$ cat src/design/rgmii_rx_pkg.sv
// rgmii receive hub package: port-id width, pin/byte/beat structs, beat and state enums
package rgmii_rx_pkg;

  // ------------------------------------------------
  // widths
  // ------------------------------------------------

  // port number field in the hub output, up to 8 ports
  localparam int PORT_ID_W = 3;

  // ------------------------------------------------
  // pin and byte level
  // ------------------------------------------------

  // one port's phy receive pins, sampled once per clock
  typedef struct packed {
    logic [3:0] rxd;
    logic       rx_dv;
    logic       rx_er;
  } rgmii_pins_t;

  // assembled byte from the capture block
  typedef struct packed {
    logic       strobe;   // byte completed this cycle
    logic       active;   // rx_dv level
    logic       er;       // rx_er on either nibble
    logic [7:0] data;
  } rx_byte_t;

  // ------------------------------------------------
  // beat level
  // ------------------------------------------------

  typedef enum logic [1:0] {
    BEAT_DATA    = 2'd0,
    BEAT_END_OK  = 2'd1,
    BEAT_END_ERR = 2'd2
  } beat_kind_e;

  // detector output, one per lane
  typedef struct packed {
    logic       valid;
    beat_kind_e kind;
    logic [7:0] data;
  } lane_beat_t;

  // merged output, tagged with the source port
  typedef struct packed {
    logic                 valid;
    beat_kind_e           kind;
    logic [PORT_ID_W-1:0] port;
    logic [7:0]           data;
  } hub_beat_t;

  // ------------------------------------------------
  // fsm states
  // ------------------------------------------------

  typedef enum logic [1:0] {
    DET_IDLE     = 2'd0,
    DET_PREAMBLE = 2'd1,
    DET_PAYLOAD  = 2'd2
  } detect_state_e;

  typedef enum logic {
    MRG_IDLE    = 1'b0,
    MRG_FORWARD = 1'b1
  } merge_state_e;

endpackage

$ cat src/design/rgmii_nibble_capture.sv
// rgmii_nibble_capture: pairs 10/100 nibbles into bytes per port, realigned on rx_dv rise
module rgmii_nibble_capture #(
  parameter int NUM_PORTS = 4
) (
  input  logic                      clock,
  input  logic                      reset,
  input  rgmii_rx_pkg::rgmii_pins_t rx_pins  [NUM_PORTS],
  output rgmii_rx_pkg::rx_byte_t    byte_bus [NUM_PORTS]
);
  import rgmii_rx_pkg::*;

  // ------------------------------------------------
  // per port pairing state
  // ------------------------------------------------
  logic [NUM_PORTS-1:0] phase;      // high while a low nibble is held
  logic [NUM_PORTS-1:0] take_low;   // this nibble goes into the holding register
  logic [3:0]           held_nib [NUM_PORTS];
  logic [NUM_PORTS-1:0] held_er;

  // registered byte fields
  logic [NUM_PORTS-1:0] strobe_q;
  logic [NUM_PORTS-1:0] active_q;
  logic [NUM_PORTS-1:0] er_q;
  logic [7:0]           data_q   [NUM_PORTS];

  always_comb begin
    for (int i = 0; i < NUM_PORTS; i++) begin
      // phase is cleared while rx_dv is low so a rising rx_dv starts a new pair
      take_low[i] = rx_pins[i].rx_dv & ~phase[i];
    end
  end

  // phase, strobe and active level
  always_ff @(posedge clock) begin
    if (reset) begin
      phase    <= '0;
      strobe_q <= '0;
      active_q <= '0;
    end else begin
      for (int i = 0; i < NUM_PORTS; i++) begin
        active_q[i] <= rx_pins[i].rx_dv;
        // half byte left when rx_dv drops is simply lost
        phase[i]    <= take_low[i];
        strobe_q[i] <= rx_pins[i].rx_dv & ~take_low[i];
      end
    end
  end

  // held low nibble and assembled byte
  always_ff @(posedge clock) begin
    for (int i = 0; i < NUM_PORTS; i++) begin
      if (take_low[i]) begin
        held_nib[i] <= rx_pins[i].rxd;
        held_er[i]  <= rx_pins[i].rx_er;
      end
      data_q[i] <= {rx_pins[i].rxd, held_nib[i]};
      er_q[i]   <= held_er[i] | rx_pins[i].rx_er;
    end
  end

  always_comb begin
    for (int i = 0; i < NUM_PORTS; i++) begin
      byte_bus[i].strobe = strobe_q[i];
      byte_bus[i].active = active_q[i];
      byte_bus[i].er     = er_q[i];
      byte_bus[i].data   = data_q[i];
    end
  end

endmodule

$ cat src/design/sfd_frame_detect.sv
// sfd_frame_detect: preamble counter, sfd match and payload / end beat generation for one lane
module sfd_frame_detect #(
  parameter int MIN_PREAMBLE = 5
) (
  input  logic                     clock,
  input  logic                     reset,
  input  rgmii_rx_pkg::rx_byte_t   in_byte,
  output rgmii_rx_pkg::lane_beat_t beat
);
  import rgmii_rx_pkg::*;

  localparam int               CNT_W    = $clog2(MIN_PREAMBLE + 1);
  localparam logic [CNT_W-1:0] CNT_LOAD = CNT_W'(MIN_PREAMBLE);

  // ------------------------------------------------
  // state
  // ------------------------------------------------
  detect_state_e    state;
  logic [CNT_W-1:0] pre_cnt;     // 0x55 bytes still needed before the sfd
  logic             err_seen;    // sticky rx_er over the payload

  logic             data_hit;
  logic             end_hit;
  logic             sfd_hit;

  logic             beat_valid;
  beat_kind_e       beat_kind;
  logic [7:0]       beat_data;

  always_comb begin
    data_hit = (state == DET_PAYLOAD) && in_byte.active && in_byte.strobe;
    // active low while in payload means rx_dv just fell
    end_hit  = (state == DET_PAYLOAD) && !in_byte.active;
    sfd_hit  = (state == DET_PREAMBLE) && in_byte.active && in_byte.strobe &&
               (in_byte.data == 8'hd5) && (pre_cnt == '0);
  end

  always_ff @(posedge clock) begin
    if (reset) begin
      state      <= DET_IDLE;
      pre_cnt    <= CNT_LOAD;
      err_seen   <= 1'b0;
      beat_valid <= 1'b0;
    end else begin
      beat_valid <= data_hit | end_hit;
      case (state)
        DET_IDLE: begin
          pre_cnt <= CNT_LOAD;
          // first strobe comes a cycle after active at the earliest
          if (in_byte.active) state <= DET_PREAMBLE;
        end
        DET_PREAMBLE: begin
          if (!in_byte.active) begin
            // short or broken preamble, nothing emitted
            state <= DET_IDLE;
          end else if (sfd_hit) begin
            state    <= DET_PAYLOAD;
            err_seen <= 1'b0;
          end else if (in_byte.strobe) begin
            if (in_byte.data == 8'h55) begin
              if (pre_cnt != '0) pre_cnt <= pre_cnt - 1'b1;
            end else begin
              // wrong byte, start counting again
              pre_cnt <= CNT_LOAD;
            end
          end
        end
        DET_PAYLOAD: begin
          if (end_hit) state <= DET_IDLE;
          else if (data_hit && in_byte.er) err_seen <= 1'b1;
        end
        default: state <= DET_IDLE;
      endcase
    end
  end

  // ------------------------------------------------
  // beat payload
  // ------------------------------------------------
  always_ff @(posedge clock) begin
    if (end_hit) beat_kind <= err_seen ? BEAT_END_ERR : BEAT_END_OK;
    else beat_kind <= BEAT_DATA;
    beat_data <= in_byte.data;
  end

  always_comb begin
    beat.valid = beat_valid;
    beat.kind  = beat_kind;
    beat.data  = beat_data;
  end

endmodule

$ cat src/design/frame_merger.sv
// frame_merger: locks onto one lane's frame, forwards it tagged with the port, drops and counts the rest
module frame_merger #(
  parameter int NUM_PORTS = 4
) (
  input  logic                     clock,
  input  logic                     reset,
  input  rgmii_rx_pkg::lane_beat_t lane_bus [NUM_PORTS],
  output rgmii_rx_pkg::hub_beat_t  out,
  output logic [15:0]              drop_count
);
  import rgmii_rx_pkg::*;

  // ------------------------------------------------
  // state
  // ------------------------------------------------
  merge_state_e         state;
  logic [PORT_ID_W-1:0] locked;
  logic [NUM_PORTS-1:0] dropping;   // lane's current frame is being thrown away

  logic [NUM_PORTS-1:0] start;
  logic [NUM_PORTS-1:0] drop_now;
  logic [NUM_PORTS-1:0] end_seen;
  logic                 win_found;
  logic [PORT_ID_W-1:0] win_port;
  logic [PORT_ID_W-1:0] sel_port;
  lane_beat_t           fwd;
  logic                 fwd_go;
  logic [3:0]           drop_n;
  logic [16:0]          drop_sum;

  logic                 out_valid;
  beat_kind_e           out_kind;
  logic [PORT_ID_W-1:0] out_port;
  logic [7:0]           out_data;

  // start detect and priority pick, lowest lane wins
  always_comb begin
    win_found = 1'b0;
    win_port  = '0;
    drop_now  = '0;
    drop_n    = '0;
    for (int i = 0; i < NUM_PORTS; i++) begin
      start[i] = lane_bus[i].valid && (lane_bus[i].kind == BEAT_DATA) && !dropping[i] &&
                 !((state == MRG_FORWARD) && (locked == PORT_ID_W'(i)));
      end_seen[i] = lane_bus[i].valid && (lane_bus[i].kind != BEAT_DATA);
      if (start[i]) begin
        if ((state == MRG_IDLE) && !win_found) begin
          win_found = 1'b1;
          win_port  = PORT_ID_W'(i);
        end else begin
          drop_now[i] = 1'b1;
          drop_n      = drop_n + 4'd1;
        end
      end
    end
  end

  // beat selection, from the winner when idle, else from the locked lane
  always_comb begin
    sel_port = (state == MRG_IDLE) ? win_port : locked;
    fwd      = '0;
    for (int i = 0; i < NUM_PORTS; i++) begin
      if (sel_port == PORT_ID_W'(i)) fwd = lane_bus[i];
    end
    fwd_go   = (state == MRG_IDLE) ? win_found : fwd.valid;
    drop_sum = {1'b0, drop_count} + 17'(drop_n);
  end

  always_ff @(posedge clock) begin
    if (reset) begin
      state      <= MRG_IDLE;
      locked     <= '0;
      dropping   <= '0;
      out_valid  <= 1'b0;
      drop_count <= '0;
    end else begin
      out_valid  <= fwd_go;
      // a dropped frame is ignored up to and including its end beat
      dropping   <= (dropping & ~end_seen) | drop_now;
      // saturate instead of wrapping
      drop_count <= drop_sum[16] ? 16'hffff : drop_sum[15:0];
      case (state)
        MRG_IDLE: begin
          if (win_found) begin
            locked <= win_port;
            state  <= MRG_FORWARD;
          end
        end
        MRG_FORWARD: begin
          if (fwd.valid && (fwd.kind != BEAT_DATA)) state <= MRG_IDLE;
        end
        default: state <= MRG_IDLE;
      endcase
    end
  end

  // output payload
  always_ff @(posedge clock) begin
    out_kind <= fwd.kind;
    out_port <= sel_port;
    out_data <= fwd.data;
  end

  always_comb begin
    out.valid = out_valid;
    out.kind  = out_kind;
    out.port  = out_port;
    out.data  = out_data;
  end

endmodule

$ cat src/design/rgmii_rx_hub.sv
// rgmii_rx_hub: top level with nibble capture, per-port sfd detectors and the frame merger
module rgmii_rx_hub #(
  parameter int NUM_PORTS    = 4,   // 1 to 8
  parameter int MIN_PREAMBLE = 5
) (
  input  logic                      clock,
  input  logic                      reset,
  input  rgmii_rx_pkg::rgmii_pins_t rx_pins [NUM_PORTS],
  output rgmii_rx_pkg::hub_beat_t   out,
  output logic [15:0]               drop_count
);
  import rgmii_rx_pkg::*;

  // ------------------------------------------------
  // internal buses
  // ------------------------------------------------
  rx_byte_t   byte_bus [NUM_PORTS];   // capture to detectors
  lane_beat_t lane_bus [NUM_PORTS];   // detectors to merger

  // stage 1: nibbles to bytes
  rgmii_nibble_capture #(
    .NUM_PORTS (NUM_PORTS)
  ) u_capture (
    .clock    (clock),
    .reset    (reset),
    .rx_pins  (rx_pins),
    .byte_bus (byte_bus)
  );

  // stage 2: one preamble / sfd detector per port
  for (genvar i = 0; i < NUM_PORTS; i++) begin : u_detect
    sfd_frame_detect #(
      .MIN_PREAMBLE (MIN_PREAMBLE)
    ) u_sfd (
      .clock   (clock),
      .reset   (reset),
      .in_byte (byte_bus[i]),
      .beat    (lane_bus[i])
    );
  end

  // stage 3: one frame at a time onto the output
  frame_merger #(
    .NUM_PORTS (NUM_PORTS)
  ) u_merge (
    .clock      (clock),
    .reset      (reset),
    .lane_bus   (lane_bus),
    .out        (out),
    .drop_count (drop_count)
  );

endmodule

$ cat config.mk
export PLATFORM = sky130hd
export DESIGN_NAME = rgmii_rx_hub
export DESIGN_NICKNAME = d
export VERILOG_FILES = /design/src/design/rgmii_rx_pkg.sv /design/src/design/rgmii_nibble_capture.sv /design/src/design/sfd_frame_detect.sv /design/src/design/frame_merger.sv /design/src/design/rgmii_rx_hub.sv
export SDC_FILE = /design/constraint.sdc
export NUM_CORES = 1
export LEC_CHECK = 0
export ABC_AREA = 1
export BUFFER_PORTS_ARGS = -buffer_cell sky130_fd_sc_hd__buf_2
export CAP_MARGIN = 20
export CORE_UTILIZATION = 58
export DETAILED_ROUTE_END_ITERATION = 16
export PLACE_DENSITY = 0.88
export SYNTH_ARGS = -nofsm -noshare
export SYNTH_HDL_FRONTEND = slang
export SYNTH_SLANG_ARGS = --single-unit
$ cat constraint.sdc
create_clock -name clock -period 5.6 [get_ports clock]
set_input_delay 1.12 -clock clock [delete_from_list [all_inputs] [get_ports clock]]
set_output_delay 1.12 -clock clock [all_outputs]
set_load 0.02 [all_outputs]
Word-level counts from Yosys, hierarchy flattened. Memories as Yosys holds them, arrays and structs flattened. Index checks and enable logic that the tools add are counted.

Bits in latches: 0. Bits in registers: 126. Logic and storage cells: 371. Input port bits: 26. Memories kept: 2. Bits in read-only memories: 0. Output and inout port bits: 30. Bits in writable memories: 48.

Eq/ne operators: 62. Add/subtract/negate cells: 8. Bitwise logic cells: 28. $lt $le $gt $ge: 0. Shift operators: 0. Multipliers: 0. Reduce and logical (&&, ||, !) cells: 115. Divide/modulo/power cells: 0. Mux-type cells: 116.

Memories: u_capture.data_q (depth 4, bits a word 8, read ports 4, clocked after memory_dff 0, wr ports 4, line rgmii_nibble_capture.sv:24) `logic [7:0] data_q [NUM_PORTS];`; u_capture.held_nib (depth 4, bits a word 4, read ports 4, clocked after memory_dff 0, wr ports 4, line rgmii_nibble_capture.sv:17) `logic [3:0] held_nib [NUM_PORTS];`.

Operators by type and width (count): 3-bit two-way mux (26); 1-bit logical AND (56); 2-bit inequality test (second input constant) (24); 1-bit two-way mux (46); 11-bit two-way mux (4); 2-bit two-way mux (20); 5-bit AND reduction (8); 8-bit by 7-bit == test with 1-bit output (second input constant) (4); 8-bit == test (second input constant) (4); 2-bit nonzero test (13); 4-bit two-way mux (6); 2-bit one-hot mux with 3 select lines (4); 3-bit one-hot mux with 2 select lines (4); 3-bit zero test (6); 16-bit by 4-bit adder with 17-bit output (1); 2-bit zero test (8); 16-bit two-way mux (1); 2-bit by 1-bit inequality test with 1-bit output (second input constant) (8); 1-bit zero test (15); 3-bit by 2-bit == test with 1-bit output (second input constant) (4); 3-bit by 2-bit inequality test with 1-bit output (second input constant) (4); 3-bit inequality test (second input constant) (4); 3-bit AND reduction (4); 3-bit nonzero test (4); 14 further kinds (51).

Longest topological paths before layout.
Depth after elaboration: 27. Mapped depth: 29. Depth with buffers taken out: 29.

Cells and area by module. From an unflattened synthesis, not the netlist that was laid out.

Cell total of the unflattened synthesis: 803. Area, all modules: 6749.0 sq um.

By module, submodules not included: sfd_frame_detect (cells an instance 102, area an instance 750.7 sq um, sequential area each 340.3 sq um, times used 4); frame_merger (cells an instance 294, area an instance 2050.7 sq um, sequential area each 720.7 sq um, times used 1); rgmii_nibble_capture (cells an instance 101, area an instance 1695.4 sq um, sequential area each 1561.5 sq um, times used 1).

Least setup slack after synthesis. OpenSTA, ideal clock, no wires.

Kind: register to register. Start: reg u_merge.state. End: reg u_merge.drop_count[14]. Library setup time: 0.116 ns. Data arrival time: 3.827 ns. Required time: 5.484 ns. Setup slack: 1.657 ns. Clock period less this slack: 3.943 ns. Stages on the path, launching flop included: 24. Buffers on the path: 0. Path through: dfxtp_1 > inv_1 > nor3_1 > nor2_1 > ha_1 > inv_1 > o21ai_0 > ha_1 > o21ai_0 > inv_1 > ha_1 > nand2_1 > o21a_1 > fa_1 > o21ai_2 > nand2_1 > nor2_1 > nand2_1 > nor2_1 > nand2_1 > nor3_1 > nand3_1 > o211ai_1 > inv_1.

Cells in the longest elaborated chain, start to end: 18. Elaborated cells on any way between the ends: 38. Those cells by class: add/sub: 4; mux: 15; bitwise: 1; reduce/logical: 18.

Ends and longest elaborated chain: from (decl) (line frame_merger.sv:16) `merge_state_e state;`; from (signal assigned) (line frame_merger.sv:71) `state <= MRG_IDLE;`; from (signal assigned) (line frame_merger.sv:86) `state <= MRG_FORWARD;`; from (signal assigned) (line frame_merger.sv:90) `if (fwd.valid && (fwd.kind != BEAT_DATA)) state <= MRG_IDLE;`; branches (longest 15 deep; another with 4-bit by 1-bit adder with 4-bit output); 4-bit two-way mux (*) (line frame_merger.sv:46) `if (start[i]) begin`; 16-bit by 4-bit adder with 17-bit output (*) (line frame_merger.sv:66) `drop_sum = {1'b0, drop_count} + 17'(drop_n);`; 16-bit two-way mux (*) (line frame_merger.sv:81) `drop_count <= drop_sum[16] ? 16'hffff : drop_sum[15:0];`; to (signal assigned) (line frame_merger.sv:81); to (decl) (line frame_merger.sv:9) `output logic [15:0] drop_count`.

Mark *: on every way between the ends. A chain may end at the register's enable or synchronous reset.

Worst setup path after layout. Ends and elaborated chain as after synthesis.

==> summary.md <==
| Metric | Value |
|---|---|
| Multi-input logic area | roughly 0.002 mm2 |
| Max stage delay on crit path | around 0.46 ns |
| Vias in the first global route | 4700 |
| Cells along the critical path | inv_1, nor3_1, nor2_1, ha_1, inv_1, o21ai_0, ha_1, o21ai_0, inv_1, ha_1, nand2_1, o21a_1, fa_1, o21ai_2, nand2_1, nor2_1, nand2_1, nor2_1, nand2_1, nor3_1, nand3_1, o211ai_1, inv_1 |
| Clock root buffer | clkbuf_8 |
| Startpoint Class | register |
| Synth area leaders | dfxtp_1 (50%), edfxtp_1 (9.8%), nand2_1 (7.0%) |
| Post-synth EDFFs | 20 |
| Met2 Usage GRT | 0.450 |
| Clock buffer count from CTS | 17 |
| GRT Resource Usage Total | 0.255 |
| Worst Tran Pin Value | slightly below 0.8 ns |
| Met3 Use GR | 0.0618 |
| Unrepaired setup endpoints after global routing | no |
| Starting Density | 0.597 |
| Width of the die | ~100 um |
| Ant. Diodes | 0 |
| CP bufs+invs | 4 |
| Final wirelength | between 10000 and 15000 um |
| Top-count cell post-synth | dfxtp_1 |
| Final Util | 0.694 |
| Largest delay share family, worst path | simple AND/OR/NAND/NOR gates |
| # rows | 37 |
| Antenna violations before repair | 0 |
| CTS tree | yes |
| Most used DFF post-synth | dfxtp_1 |
| Crit Path Class | reg2reg |
| FMAX | 216 MHz |
| Tot Pwr | around 2500 uW |
| Setup Skew | around 0.012 ns |
| TNS Setup | 0 ns |
| Hold crit path type | reg2reg |
| Setup bufs post-CTS | 0 |
| Top cell type by total area after synthesis | dfxtp_1 |
| Syn Std Cell Area | 0.00614 mm2 |
| Setup Viol. Count Final | 0 |
| # H-tree levels | 4 |
| CTS resizes | 0 |
| Via count | between 4000 and 5000 |
| Syn Inst Count | about 670 |
| Post-route DRC | 0 |
| Netlist cell types | between 40 and 50 |
| Die area | 0.0110 mm2 |
| CP Max Fanout | 6 |
| Latest clock arrival within the worst-skew pair | around 0.54 ns |
| Pwr dens | approximately 350 mW/mm2 |
| First-pass GRT wire length | about 22000 um |
| CTS max path bufs | 2 |
| Final Wtd Congestion | roughly 0.86 |
| WL/cell | ~15 um |
| Period utilization | 0.828 |
| Max_cap viols | 0 |
| M1 GR Usage | 0.288 |
| # fillers | between 700 and 800 |
| I/O Buffers | 54 |
| Hold Slack | 0.343 ns |
| Ys async rst share | 0 |
| Largest net degree at the start of global routing | 37 |
| Commonest cells post-synth | dfxtp_1 (152), nand2_1 (114), inv_1 (103), nor2_1 (63), a21oi_1 (27) |
| Vias per std cell | around 5.2 |
| Post-DP HPWL | 9060 um |
| Critical Path RT | 6.03 ns |
| Share of the synthesized area in the top cell type | 0.496 |
| Ports | 56 |
| Chip height | 105 um |
| Outcome | finished clean |
| Post-cts hold buffer count | 0 |
| Max IR drop VDD | approximately 250 uV |
| Worst EP arrival | around 5 ns |
| Most used routing layer | met2 |
| Post-route antenna net violation count | 0 |
| Core ar. | roughly 0.010 mm2 |
| Critical path's slowest cell | dfxtp_1 |
| CTS clk-pin slew, worst paths | 0.07 ns |
| Clock sink count | about 170 |
| Synth Net Count | between 700 and 800 |
| Synth Warn # | 0 |
| Synth Register Bits | 172 |
| Iter 0 DRT Violations | around 340 |
| Final Hold Vio Count | 0 |
| Area growth syn-to-layout | 16.2% |
| Max-slew headroom | 0.476 |
| Fin crit period | roughly 4.6 ns |
| Pre-antenna DRT Iters | 7 |
| Critical path endpoint category | register |
| Final #Nets | roughly 770 |
| Layout cells sized above 1 | 0.159 |
| GRT Residual Overflow | 0 |
| FF+latch area | 0.00364 mm2 |
| Max Slew Vio Count | 0 |
| Sequential fraction of the synthesis area | 0.594 |
| P_leak | 0.00315 uW |
| Synthesized area per cell | 9.23 um2 |
-- final timing paths --
path,from,end,slack (ns),cells past startpoint
worst max-delay path,u_merge.state,u_merge.drop_count[14],0.96,23
worst min-delay path,u_capture.held_nib[0][1],u_capture.data_q[0][1],0.34,0
worst max register to register,u_merge.state,u_merge.drop_count[14],0.96,23
worst min register to register,u_capture.held_nib[0][1],u_capture.data_q[0][1],0.34,0
-- cells by family after synthesis --
| kind of cell | synth area share |
|---|---|
| and+or+nand+nor | 0.197 |
| DFF | 0.594 |
| buffers and inverters | 0.0734 |
| AOI/OAI and AO/OA | 0.0813 |
| adders and majority gates | 0.0338 |
| xor gates and xnor gates | 0.0200 |
| other | 0.000611 |
-- where the power goes --
group	leakage [uW]	internal [uW]	switching, uW	total (uW)
Clock	0.000289	585	563	1150
Combinational	0.00141	21.5	43.6	65.1
Sequential	0.00145	1290	19.7	1310
Total	0.00315	1900	626	2530
-- layout make-up --
cell class | count | share of cell area
Sequential cell | 172 | 0.511
Multi-Input combinational cell | 378 | 0.287
Clock buffer | 17 | 0.0581
Inverter | 106 | 0.0558
Timing Repair Buffer | 54 | 0.0379
Clock inverter | 15 | 0.0267
Tap cell | 136 | 0.0239
-- flip-flops by register name (all words and copies together), names as in the netlist, 4 cells and up --
signal / cells
u_merge.dropping: 4
u_detect.u_sfd.beat_valid: 4
u_capture.held_nib: 16
u_detect.u_sfd.pre_cnt: 12
u_merge.out_data: 8
u_detect.u_sfd.beat_data: 32
u_capture.strobe_q: 4
u_detect.u_sfd.state: 8
u_capture.held_er: 4
u_detect.u_sfd.beat_kind: 8
u_capture.phase: 4
u_capture.active_q: 4
u_capture.data_q: 32
u_capture.er_q: 4
u_detect.u_sfd.err_seen: 4
u_merge.drop_count: 16
-- metal layers --
layer / up-vias / part of all wire
li1: 2265 / -
met1: 2103 / 0.41
met2: 179 / 0.51
met3: 33 / 0.057
met4: 0 / 0.026
met5: - / 0
-- worst register-to-register path: stages (launching register included) --
cell and delay [ns]:
dfxtp_1 0.46, inv_1 0.09, nor3_1 0.16, nor2_1 0.07, ha_1 0.28, inv_1 0.04
o21ai_0 0.36, ha_1 0.32, o21ai_0 0.33, inv_1 0.08, ha_1 0.28, nand2_1 0.05
o21a_1 0.15, fa_1 0.44, o21ai_2 0.19, nand2_1 0.11, nor2_1 0.15, nand2_1 0.16
nor2_1 0.20, nand2_1 0.11, nor3_1 0.24, nand3_1 0.11, o211ai_1 0.09, inv_1 0.06
-- stage by stage --
stage               cell area, um2  instances  worst slack [ns]
floorplan                     6140        665              1.66
global placement              6530        846              1.49
detailed placement            6530        846              1.17
CTS                           7130        878              1.05
global route                  7130        878             0.621
finish                        7130        878             0.961
-- layout by cell type (no fill, tap or decap), drive strengths merged, types with 2 or more instances in the layout --
| cell type | netlist | layout |
|---|---|---|
| edfxtp | 20 | 20 |
| clkbuf | 5 | 17 |
| ha | 15 | 15 |
| a22oi | 6 | 6 |
| buf | 4 | 54 |
| nor2 | 68 | 68 |
| xor2 | 10 | 10 |
| a31oi | 2 | 2 |
| a21oi | 31 | 31 |
| o21ai | 29 | 29 |
| a211oi | 4 | 4 |
| dfxtp | 152 | 152 |
| nor3 | 16 | 16 |
| nand3 | 24 | 24 |
| xnor2 | 4 | 4 |
| a2111oi | 2 | 2 |
| inv | 105 | 111 |
| clkinv | 1 | 9 |
| nand4 | 10 | 10 |
| o211ai | 6 | 6 |
| nand2 | 123 | 123 |
| nor3b | 6 | 6 |
| or2 | 8 | 8 |
| nand3b | 4 | 4 |
| nor4 | 4 | 4 |
Power figures use the tool's default switching activity.
